### config.mk
export PLATFORM = sky130hd
export DESIGN_NAME = batch_tracker
export DESIGN_NICKNAME = d
export VERILOG_FILES = /design/src/source/batch_tracker.sv
export SDC_FILE = /design/constraint.sdc
export NUM_CORES = 1
export LEC_CHECK = 0
export BUFFER_PORTS_ARGS = -buffer_cell sky130_fd_sc_hd__buf_2
export CORE_AREA = 8 8 89 91
export DETAILED_ROUTE_END_ITERATION = 10
export DIE_AREA = 0 0 97 99
export HOLD_SLACK_MARGIN = 0.03
export PLACE_DENSITY = 0.84
export REMOVE_ABC_BUFFERS = 1
export SLEW_MARGIN = 30
export SYNTH_ARGS = -nofsm -noshare
export SYNTH_HDL_FRONTEND = slang
export SYNTH_SLANG_ARGS = --single-unit
### constraint.sdc
create_clock -name axi4_mm_clk -period 5.4 [get_ports axi4_mm_clk]
set_input_delay 0.54 -clock axi4_mm_clk [delete_from_list [all_inputs] [get_ports axi4_mm_clk]]
set_output_delay 0.54 -clock axi4_mm_clk [all_outputs]
set_load 0.02 [all_outputs]
### src/source/batch_tracker.sv
`timescale 1ns/1ps
// batch tracker
// raises the done pulse once every used slot has all its write responses,
// counts finished batches and reports whether any source is loaded
module batch_tracker #(
    parameter int MIG_GRP_SIZE = 16
) (
    input  logic                    axi4_mm_clk,
    input  logic                    rst,
    input  logic [MIG_GRP_SIZE-1:0] slot_ready,
    input  logic [MIG_GRP_SIZE-1:0] slot_used,
    input  logic [MIG_GRP_SIZE-1:0] src_nonzero,
    output logic                    batch_done,
    output logic [63:0]             mig_done_cnt,
    output logic                    atleast_one_valid_src
);

    assign batch_done = (slot_used != '0) && (&slot_ready);
    assign atleast_one_valid_src = |src_nonzero;

    always_ff @(posedge axi4_mm_clk) begin
        if (rst) begin
            mig_done_cnt <= '0;
        end else if (batch_done) begin
            mig_done_cnt <= mig_done_cnt + 1'b1;
        end
    end

    // done clears every slot, so a batch is never counted twice
    assert property (@(posedge axi4_mm_clk) disable iff (rst) batch_done |=> !batch_done)
        else $error("batch done held for more than one cycle");

endmodule

==> run_results.csv <==
group,metric,value,unit
clock_network,ctsResizeCount,0,
clock_network,cts-root-buf,"clkbuf_8",
floorplan,rows,30,
logic_synthesis,synth_area_leaders,"dfxtp_1 37%, a21oi_1 7.1%, nand4_1 6.7%",
logic_synthesis,yosys_register_bits,64,
logic_synthesis,netlist_area,3440,µm²
clock_network,clk_latency,330,ps
placed_design,globalplace.congestion,0.868,
placed_design,dp_slack,2390,ps
run,cap_violations,0,
placed_design,placed_cells,605,
logic_synthesis,synthTopCellsByCount,"64 x dfxtp_1, 49 x a21oi_1, 37 x nand4_1",
grt,track_usage,21.2,%
setup_path,slowest_stage,"nand4_1",
setup_path,crit_arrival,2220,ps
grt,grt_pass1_vias,3783,
finish,final_cells,622,
finish,n_fill_cell,577,
outcome,status,"finished, final reports clean",
setup_path,crit_chain,"buf_2 -> nor4_1 -> nand4_1 -> nand2_1 -> inv_1 -> buf_2",
floorplan,die_w,97,µm
logic_synthesis,synth_flop_cell,"dfxtp_1",
placed_design,dp_hpwl,7.58,mm
route,drt_iter0_drc,346,
floorplan,start_util,52.3,%
clock_network,numCtsBuffers,9,
logic_synthesis,synth_edf_count,0,
logic_synthesis,netlist_instances,427,
min_path,hold_class,"flip-flop to flip-flop",
setup_path,cp-start-kind,"primary input",
logic_synthesis,yosysWarnings,0,
timing,rsz0062_at_grt,"no",
route,drt-total-wl,10.5,mm
logic_synthesis,synth.most_common_cell,"dfxtp_1",
power,p_leak,1.59,nW
finish,fin_util,65.2,%
floorplan,ioPinCount,116,
clock_network,cts_tree,"yes",
finish,area_delta_synth_final,24.5,%
timing,hold_viol_final,0,
timing,fin_crit,2760,ps
finish,finalNetCount,588,
logic_synthesis,syn_avg_cell_area,8.05,µm²
grt,grt_util_met3,6.86,%
grt,use_met2,35.0,%
power,powerDensity,219,nW/µm²
finish,multi_input_area,2040,µm²
timing,setup_slack,2640,ps
floorplan,die_h,99,µm
finish,largest-register,"mig_done_cnt",
logic_synthesis,yosysTopAreaCell,"dfxtp_1",
power,ir_drop,217,µV
finish,reg_top3,"mig_done_cnt x64",
timing,fin_crit_sh,51.1,%
setup_path,path_common_cell,"buf_2",
timing,maxSlewViolCount,0,
route,drc,0,
route,vias,3968,
grt,antenna_found_initial,0,
clock_network,clk_pin_slew,70,ps
grt,gr-total-overflow,0,
finish,largest_register_ffs,64,
grt,grt_busiest_layer,"met2",
logic_synthesis,yosysTopAreaCellShare,37.3,%
floorplan,dieArea,9600,µm²
grt,grt_start_max_net_pins,66,
grt,grt_pass1_wl,17.4,mm
finish,n_antenna_cell,0,
timing,fmax,363,MHz
route,vias_per_cell,6.38,
setup_path,slowest_delay,520,ps
setup_path,crit_required,4860,ps
setup_path,crit_path_max_fanout,12,
logic_synthesis,async_reset_ff_share,0,%
logic_synthesis,ys_seq_area_share,37.3,%
clock_network,cts.sinks,64,
timing,tightest_slew,836,ps
floorplan,core_area,6570,µm²
finish,drive_gt1_share,27.3,%
setup_path,path_class,"primary input to output port",
clock_network,postCtsSetupBuffers,0,
placed_design,portBuffers,115,
timing,slew-limit-headroom,44.1,%
logic_synthesis,ys_types,35,
timing,setup_viol,0,
route,first_pass_iters,5,
timing,skew,4.24,ps
grt,grt_util_met1,25.0,%
route,postRouteAntennaNets,0,
setup_path,endpoint_kind,"output port",
timing,fin_setup_tns,0,ps
clock_network,htree_levels,3,
power,power,939,µW
finish,ff_latch_area,1280,µm²
clock_network,ctsHoldBuffers,0,
clock_network,cts_buffer_depth,2,
route,wl_per_cell,16.9,µm
==> power by group <==
| part | switching [mW] | leakage (nW) | total, mW | internal (mW) |
|---|---|---|---|---|
| clock network | 0.176 | 0.113 | 0.440 | 0.263 |
| logic | 0.0135 | 0.965 | 0.0276 | 0.0141 |
| registers | 0.000000300 | 0.515 | 0.472 | 0.472 |
==> worst max-delay path, delay by kind of cell <==
family                 cells  cell delay, ps
buffers and inverters      3             350
and+or+nand+nor            3            1330
==> cell families after synthesis <==
logic type	count (synthesis)	share of synthesized area, %
AND/OR/NAND/NOR	218	38.7
XOR/XNOR	12	3.06
buffers and inverters	30	3.53
flip-flops	64	37.3
AO/OA/AOI/OAI	102	17.1
adder cells (fa/ha/maj)	1	0.364
==> layout make-up <==
type | instances | area share, %
inverters | 10 | 0.877
clock inverters | 2 | 0.818
well taps | 80 | 2.34
multi-input cells | 333 | 47.5
clock buffers | 14 | 4.27
repair buffers | 119 | 14.2
flip-flops and latches | 64 | 29.9
==> final timing paths <==
check | from | end | slack, ps | cells after the start
worst max register to register | mig_done_cnt[3] | mig_done_cnt[57] | 2750 | 5
worst min-delay path | mig_done_cnt[56] | mig_done_cnt[56] | 500 | 2
worst max-delay path | slot_used[9] | batch_done | 2640 | 6
worst min register to register | mig_done_cnt[56] | mig_done_cnt[56] | 500 | 2
==> cells in the final DEF, fill, tap and decap left out, drive strengths merged, types with 2 or more instances in the layout <==
cell    count
buf       119
dfxtp      64
a21oi      49
nand4      41
nand2      33
or3        27
o21ai      26
or4        24
nand3      24
nor4       24
o31ai      21
nor2       20
clkbuf     14
inv        10
xor2        7
nor3        6
and4        6
and3        6
xnor2       5
and2        4
o21ba       2
==> metal layers <==
| metal | share of wire [%] | routed length, µm |
|---|---|---|
| met1 | 41 | 4290 |
| met2 | 48 | 4990 |
| met3 | 9.9 | 1040 |
| met4 | 1.6 | 166 |
| met5 | 0 | 0 |
==> through the flow <==
stage,hold slack [ps],area (µm²)
3_5_place_dp,487,4050
4_1_cts,500,4270
5_1_grt,514,4280
6_report,496,4280
3_3_place_gp,478,4050
2_1_floorplan,545,3350
Note: power is estimated with default switching activity, not from simulation.
