[src/source/page_migrate_pkg.sv]
// hot page pusher shared definitions
// port widths, page geometry and the issuer state encodings
package page_migrate_pkg;

    typedef logic [63:0] addr_t;      // byte address on the memory port
    typedef logic [511:0] line_t;     // one data line
    typedef logic [5:0] off_t;        // line offset within a 4 KB page
    typedef logic [11:0] axi_id_t;    // page number sits above the offset

    localparam int LINE_BYTES = 64;   // address stride per line
    localparam int PG_LINES = 64;

    typedef enum logic {
        RD_IDLE,
        RD_ADDR
    } rd_state_e;

    typedef enum logic [1:0] {
        WR_IDLE,
        WR_ADDR,
        WR_DATA
    } wr_state_e;

endpackage

[src/source/page_slot.sv]
`timescale 1ns/1ps
// page slot
// holds one page's source and destination base, its pending flag and
// the count of write responses returned for its 64 lines
module page_slot (
    input  logic                    axi4_mm_clk,
    input  logic                    rst,
    input  logic                    load,
    input  page_migrate_pkg::addr_t src_in,
    input  page_migrate_pkg::addr_t dst_in,
    input  logic                    claim,
    input  logic                    bresp_hit,
    input  logic                    clear,
    output page_migrate_pkg::addr_t src_base,
    output page_migrate_pkg::addr_t dst_base,
    output logic                    pending,
    output logic                    used,
    output logic                    ready
);
    import page_migrate_pkg::*;

    off_t resp_cnt;
    logic resp_seen;    // at least one response since load

    assign used = (src_base != '0) && (dst_base != '0);
    // all 64 responses back once the counter wraps to zero
    assign ready = !used || (resp_seen && resp_cnt == '0);

    always_ff @(posedge axi4_mm_clk) begin
        if (rst) begin
            src_base <= '0;
            dst_base <= '0;
            pending <= 1'b0;
            resp_cnt <= '0;
            resp_seen <= 1'b0;
        end else if (load) begin
            src_base <= src_in;
            dst_base <= dst_in;
            pending <= (src_in != '0) && (dst_in != '0);   // zero base means skip
            resp_cnt <= '0;
            resp_seen <= 1'b0;
        end else if (clear) begin
            src_base <= '0;
            dst_base <= '0;
            pending <= 1'b0;
            resp_cnt <= '0;
            resp_seen <= 1'b0;
        end else begin
            if (claim) begin
                pending <= 1'b0;
            end
            if (bresp_hit) begin
                resp_cnt <= resp_cnt + 1'b1;
                resp_seen <= 1'b1;
            end
        end
    end

    // the read issuer may only start a page that is still waiting
    assert property (@(posedge axi4_mm_clk) disable iff (rst) claim |-> pending)
        else $error("claim of a slot that is not pending");

endmodule

[config.mk]
export PLATFORM = sky130hd
export DESIGN_NAME = page_slot
export DESIGN_NICKNAME = d
export VERILOG_FILES = /design/src/source/page_migrate_pkg.sv /design/src/source/page_slot.sv
export SDC_FILE = /design/constraint.sdc
export NUM_CORES = 1
export LEC_CHECK = 0
export BUFFER_PORTS_ARGS = -buffer_cell sky130_fd_sc_hd__buf_2
export CORE_UTILIZATION = 44
export CTS_CLUSTER_SIZE = 12
export DETAILED_ROUTE_END_ITERATION = 7
export PLACE_DENSITY = 0.91
export SYNTH_ARGS = -nofsm -noshare
export SYNTH_HDL_FRONTEND = slang
export SYNTH_SLANG_ARGS = --single-unit
[constraint.sdc]
create_clock -name axi4_mm_clk -period 1.8 [get_ports axi4_mm_clk]
set_clock_uncertainty 0.1 [all_clocks]
set_input_delay 0.09 -clock axi4_mm_clk [delete_from_list [all_inputs] [get_ports axi4_mm_clk]]
set_output_delay 0.09 -clock axi4_mm_clk [all_outputs]
set_load 0.005 [all_outputs]
==> results.py, run 1 <==
metrics = {
    "critical_path": {
        "worstPathCellList": "nor4_1, nand4_1, nor4_4, nor2_2, nand2_1, buf_2",
        "cp.arrival_ns": 2.10,
        "worstPathMaxFanout": 3,
        "path_class": "reg -> out",
        "crit_path_end_kind": "output pin",
        "cp_slowest_cell": "nor4_1",
        "required_ns": 1.61,
        "startpoint_type": "flip-flop",
        "cpPeakStageDelay_ns": 0.42,
        "ff2ff_setup_slack_ns": 0.47,
    },
    "place": {
        "place_area_um2": 6221,
        "hpwl_mm": 12.73,
        "dp_cells": 791,
        "gp_congestion": 1.002,
        "portBuffers": 264,
        "dp_slack_ns": -0.1399,
    },
    "pwr": {
        "p_sw_share_pct": 24.27,
        "p_per_area_nw_per_um2": 939.7,
        "clkPwrFrac_pct": 44.5,
        "p_leak_nw": 3.891,
        "combinationalPowerShare_pct": 13.4,
        "vdd_drop_max_v": 0.0008007,
        "p_sw_w": 0.001917,
        "seqPwrFrac_pct": 42.0,
        "intPower_w": 0.005982,
    },
    "clocking": {
        "root_buffer": "clkbuf_8",
        "cts_inserted_buffers": 17,
        "cts.clk_slew.worst_paths_ns": 0.06,
        "cts.sinks": 136,
        "cts_setup_buffers": 0,
        "clk-insertion-delay-late_ns": 0.53,
        "clockBufferDepth": 2,
        "htreeDepth": 4,
        "cts_tree": "done",
    },
    "die": {
        "floorplan.initialDensity_pct": 45.68,
        "die_h_um": 105.8,
        "io-pin-count": 265,
        "core_area_um2": 10370,
        "die-area_um2": 11190,
        "die_w_um": 105.8,
        "row_count": 37,
    },
    "logic_synthesis": {
        "yosys_warnings": 0,
        "synth_area_um2": 4737,
        "synth-seq-area-share_pct": 57.47,
        "synth_nets": 547,
        "post-synth-top-area-cell": "dfxtp_1",
        "synthCells": 411,
        "synth_area_leaders": "dfxtp_1 57%, a22o_1 24%, nor4_1 8.2%",
        "synth_top_flop_cell": "dfxtp_1",
        "synth_cell_types": 28,
        "synth_edf_count": 0,
        "synth_top_area_share_pct": 57.47,
        "postSynthAreaPerCell_um2": 11.53,
        "ys_ff_latch": 136,
        "async_flop_share_pct": 0,
    },
    "sta": {
        "setup_viol": 2,
        "fin_crit_sh_pct": 127.1,
        "max_slew.worst_pin.slew_ns": 0.4652,
        "finalHoldViolCount": 0,
        "finalCriticalPeriod_ns": 2.287,
        "fmax_mhz": 437.2,
        "rsz0062_at_grt": "true",
        "finalWorstSetupSlack_ns": -0.4875,
        "tns_ns": -0.9246,
        "relSlewSlack_pct": 68.70,
        "holdWs_ns": 0.08867,
        "final_max_slew_viol_count": 0,
    },
    "finish": {
        "finalNetCount": 951,
        "drive_above_1_share_pct": 40.22,
        "design_area_um2": 8406,
        "area.growth.synth_to_final_pct": 77.44,
        "fin_cells": 965,
    },
    "routing": {
        "vias_per_cell": 6.106,
        "drt-total-wl_mm": 22.07,
        "remaining_drc_errors": 0,
        "wl_per_cell_um": 22.87,
        "antenna_left": 0,
        "drtIter0Drc": 645,
        "via_count": 5892,
        "drt_pass1_iterations": 5,
    },
    "job": {
        "maxCapViolCount": 0,
    },
    "global_routing": {
        "grt-ovfl-total": 0,
        "grt_antenna_before_repair": 0,
        "grt_pass1_wl_mm": 32.33,
        "first_global_vias": 5901,
        "grt_usage_pct": 38.14,
        "grt_max_degree": 66,
    },
    "outcome": {
        "status": "finished with violations",
        "violations": "setup timing",
    },
    "min_path": {
        "hold_path_class": "in -> reg",
    },
}
## sequential cells by signal, indices dropped and copies added, names as in the netlist
| signal | cells |
|---|---|
| resp_seen | 1 |
| pending | 1 |
| resp_cnt | 6 |
| src_base | 64 |
| dst_base | 64 |
## path summary, 6_finish.rpt
| kind | startpoint | endpoint | depth (start not counted) |
|---|---|---|---|
| setup / recovery | src_base[14] | ready | 6 |
| hold / removal | load | pending | 5 |
| setup reg to reg | dst_base[52] | dst_base[52] | 2 |
| hold reg to reg | src_base[15] | src_base[15] | 1 |
## power by group through the flow
stage                     Clock (W)  Sequential [W]  Combinational (W)
after floorplan                   0         0.00333           0.000280
after global placement            0         0.00333           0.000712
after detailed placement          0         0.00334           0.000727
after CTS                   0.00348         0.00329           0.000980
after global routing        0.00369         0.00333            0.00111
final                       0.00352         0.00332            0.00106
## cell families after synthesis
| logic type | count (synthesis) | share of synthesized area (%) |
|---|---|---|
| AOI/OAI and AO/OA | 132 | 24.17 |
| and+or+nand+nor | 104 | 13.92 |
| muxes | 1 | 0.2113 |
| adders and majority gates | 2 | 0.5282 |
| buffers and inverters | 32 | 2.958 |
| DFF | 136 | 57.47 |
| xor gates and xnor gates | 4 | 0.7397 |
## Yosys cell counts, drive strengths merged, types with 2 or more instances
| cell | number |
|---|---|
| nand3b | 2 |
| or3 | 2 |
| nor2 | 9 |
| or4 | 2 |
| nand4 | 17 |
| o21ai | 2 |
| nand2 | 3 |
| dfxtp | 136 |
| ha | 2 |
| buf | 18 |
| clkbuf | 12 |
| a22o | 128 |
| xor2 | 3 |
| nor4 | 65 |
| inv | 2 |
## final cells by class
class	count	area (um2)
Antenna cell	1	2.502
Fill cell	567	1964
Inverter	2	7.507
Sequential cell	136	2726
Tap cell	136	170.2
Clock inverter	7	87.58
Multi-Input combinational cell	243	2043
Clock buffer	25	514.2
Timing Repair Buffer	415	2854
## per-stage QoR
step,utilization [%],power [W]
after floorplan,-,0.003614
after detailed placement,59.99,0.004071
after CTS,79.85,0.007753
final,81.06,0.007899
after global routing,81.03,0.008127
after global placement,59.99,0.004046
## layout by cell type (no fill, tap or decap), drive strengths merged
| cell | netlist | routed |
|---|---|---|
| diode | 0 | 1 |
| or3 | 2 | 2 |
| inv | 2 | 2 |
| bufinv | 0 | 2 |
| o21ai | 2 | 2 |
| nor4b | 1 | 1 |
| nor4 | 65 | 65 |
| nand4 | 17 | 17 |
| mux2i | 1 | 1 |
| a21oi | 1 | 1 |
| nor2b | 1 | 1 |
| dlygate4sd3 | 0 | 141 |
| xor2 | 3 | 3 |
| clkinvlp | 0 | 1 |
| nor3 | 1 | 1 |
| nor2 | 9 | 9 |
| clkinv | 0 | 4 |
| nand2 | 3 | 3 |
| a22o | 128 | 128 |
| o41ai | 1 | 1 |
| ha | 2 | 2 |
| or4 | 2 | 2 |
| nand3 | 1 | 1 |
| xnor2 | 1 | 1 |
| clkbuf | 12 | 26 |
| buf | 18 | 273 |
| nand3b | 2 | 2 |
| dfxtp | 136 | 136 |
## critical path: cells and delay by family, from the launching register on
family / cells / cell delay (ns)
simple gates: 5 / 1.11
flops: 1 / 0.34
buf+inv: 1 / 0.11
## metal layers
metal	track usage, %	wire [um]
met3	12.00	2195
met4	21.73	1175
met5	0	0
met1	42.92	7984
met2	63.59	10710
## repair_timing
action                                  4_1_cts  5_1_grt
pin swaps                                     8        4
gates resized for setup                       9       19
hold endpoints to repair                    136        0
hold buffers                                141        0
endpoints found under the setup margin        2       10
gates cloned                                  0        1
No activity file was read; power rests on OpenSTA's default activity.
==> run 2: changes to the inputs <==
CORE_UTILIZATION = 33   (was 44)
PLACE_DENSITY = 0.74   (was 0.91)
==> run 2 against run 1 <==
Effect of this change:
- the flow still finishes with violations (setup timing)
- maximum frequency grew 8.5%
- wire length shrank 11%
- clock power grew 4%
- via count shrank 7.7%
- final cell count grew 3.3%
==> results.py, run 2 (same netlist as run 1, synthesis figures left out) <==
metrics = {
    "routing": {
        "vias_per_cell": 5.456,
        "drtIter0Drc": 362,
        "remaining_drc_errors": 0,
        "via_count": 5440,
        "drt-total-wl_mm": 19.73,
        "wl_per_cell_um": 19.79,
        "drt_pass1_iterations": 5,
        "antenna_left": 0,
    },
    "die": {
        "core_area_um2": 13930,
        "floorplan.initialDensity_pct": 33.99,
        "die_w_um": 121.8,
        "die-area_um2": 14840,
        "die_h_um": 121.8,
        "row_count": 43,
        "io-pin-count": 265,
    },
    "clocking": {
        "cts_setup_buffers": 0,
        "root_buffer": "clkbuf_16",
        "clockBufferDepth": 2,
        "cts.sinks": 136,
        "cts_inserted_buffers": 17,
        "clk-insertion-delay-late_ns": 0.41,
        "cts_tree": "done",
        "htreeDepth": 4,
        "cts.clk_slew.worst_paths_ns": 0.06,
    },
    "place": {
        "dp_slack_ns": -0.1975,
        "hpwl_mm": 11.72,
        "dp_cells": 833,
        "portBuffers": 264,
        "gp_congestion": 0.8406,
    },
    "global_routing": {
        "grt_antenna_before_repair": 1,
        "grt_usage_pct": 25.61,
        "grt_pass1_wl_mm": 28.35,
        "grt-ovfl-total": 0,
        "first_global_vias": 5300,
        "grt_max_degree": 66,
    },
    "sta": {
        "fmax_mhz": 474.2,
        "setup_viol": 2,
        "max_slew.worst_pin.slew_ns": 0.6878,
        "final_max_slew_viol_count": 0,
        "finalCriticalPeriod_ns": 2.109,
        "fin_crit_sh_pct": 117.1,
        "finalWorstSetupSlack_ns": -0.3087,
        "rsz0062_at_grt": "true",
        "relSlewSlack_pct": 53.72,
        "finalHoldViolCount": 0,
    },
    "pwr": {
        "intPower_w": 0.006160,
        "clkPwrFrac_pct": 45.7,
        "vdd_drop_max_v": 0.0006137,
        "combinationalPowerShare_pct": 12.9,
        "p_per_area_nw_per_um2": 945.4,
        "p_leak_nw": 3.845,
        "p_sw_share_pct": 23.05,
        "p_sw_w": 0.001845,
        "seqPwrFrac_pct": 41.4,
    },
    "finish": {
        "layout_common_cells": "264 x buf_2, 130 x dlygate4sd3_1, 128 x a22o_1, 128 x dfxtp_1, 37 x nor4_1",
        "multi_input_area_um2": 2148,
        "regArea_um2": 2733,
        "area.growth.synth_to_final_pct": 78.76,
        "final_common_cell": "buf_2",
        "fin_cells": 997,
        "reg_top3": "dst_base (64), src_base (64), resp_cnt (6)",
        "fillers": 1058,
        "drive_above_1_share_pct": 42.09,
        "finalNetCount": 938,
    },
    "critical_path": {
        "required_ns": 1.61,
        "cp.arrival_ns": 1.92,
        "worstPathMaxFanout": 3,
        "crit_path_end_kind": "output pin",
        "path_class": "reg -> out",
        "startpoint_type": "flip-flop",
    },
    "outcome": {
        "status": "finished with violations",
        "violations": "setup timing",
    },
    "job": {
        "maxCapViolCount": 0,
    },
    "min_path": {
        "hold_path_class": "in -> reg",
    },
}
[run 2: changes by cell type in the layout (fill, tap and decap cells not counted), sizes merged]
cell,previous run,this run
clkinv,4,1
diode,1,2
clkinvlp,1,2
dlygate4sd3,141,130
bufinv,2,3
buf,273,272
[run 2: per-stage QoR]
step                instance area [um2]  hold WS, ns  total power, W  util, %  setup TNS, ns
CTS                                8348      0.04372        0.007970    59.91        -0.6389
global placement                   6261       0.2226        0.004067    44.93        -0.5355
floorplan                          4737       0.1227        0.003614        -              0
global route                       8466      0.05920        0.008271    60.75        -0.7787
finish                             8468      0.04293        0.008006    60.77        -0.5828
detailed placement                 6261       0.2250        0.004067    44.93        -0.3663
[run 2: repair_timing]
item / CTS / global route
endpoints found under the setup margin: 2 / 3
hold buffers: 130 / 0
endpoints found under the hold margin: 134 / 0
gates resized for setup: 26 / 21
pin swaps: 9 / 7
[run 2: per-layer routing]
layer / track usage, % / vias up / wire length [um]
li1: - / 2468 / -
met1: 30.93 / 2588 / 8051
met2: 40.64 / 296 / 9503
met3: 6.367 / 88 / 1241
met4: 16.13 / 0 / 929
met5: 0 / - / 0
[run 2: layout make-up]
type | count | area share [%]
flip-flops and latches | 136 | 32.27
inverters | 2 | 0.08865
clock inverters | 6 | 1.300
clock buffers | 26 | 6.132
repair buffers | 402 | 32.12
well taps | 180 | 2.660
diodes | 2 | 0.05910
multi-input cells | 243 | 25.37
[run 2: path summary, 6_finish.rpt]
path	start	to	slack, ns	depth (start not counted)
worst min register to register	resp_seen	resp_seen	0.37	2
worst min-delay path	clear	resp_cnt[0]	0.04	3
worst max register to register	resp_cnt[0]	resp_cnt[5]	0.51	3
worst max-delay path	src_base[13]	ready	-0.31	6
[run 2: power by group through the flow]
stage | clock network [W] | logic (W) | registers, W
global placement | 0 | 0.000732 | 0.00334
floorplan | 0 | 0.000280 | 0.00333
global route | 0.00384 | 0.00110 | 0.00333
finish | 0.00366 | 0.00103 | 0.00331
detailed placement | 0 | 0.000727 | 0.00334
CTS | 0.00370 | 0.000975 | 0.00329
[run 2: worst max-delay path, stage by stage (launching register included)]
cell     delay, ns
dfxtp_1       0.36
nor4_2        0.34
nand4_1       0.20
nor4_4        0.35
nor2_2        0.09
nand2_1       0.07
buf_2         0.11
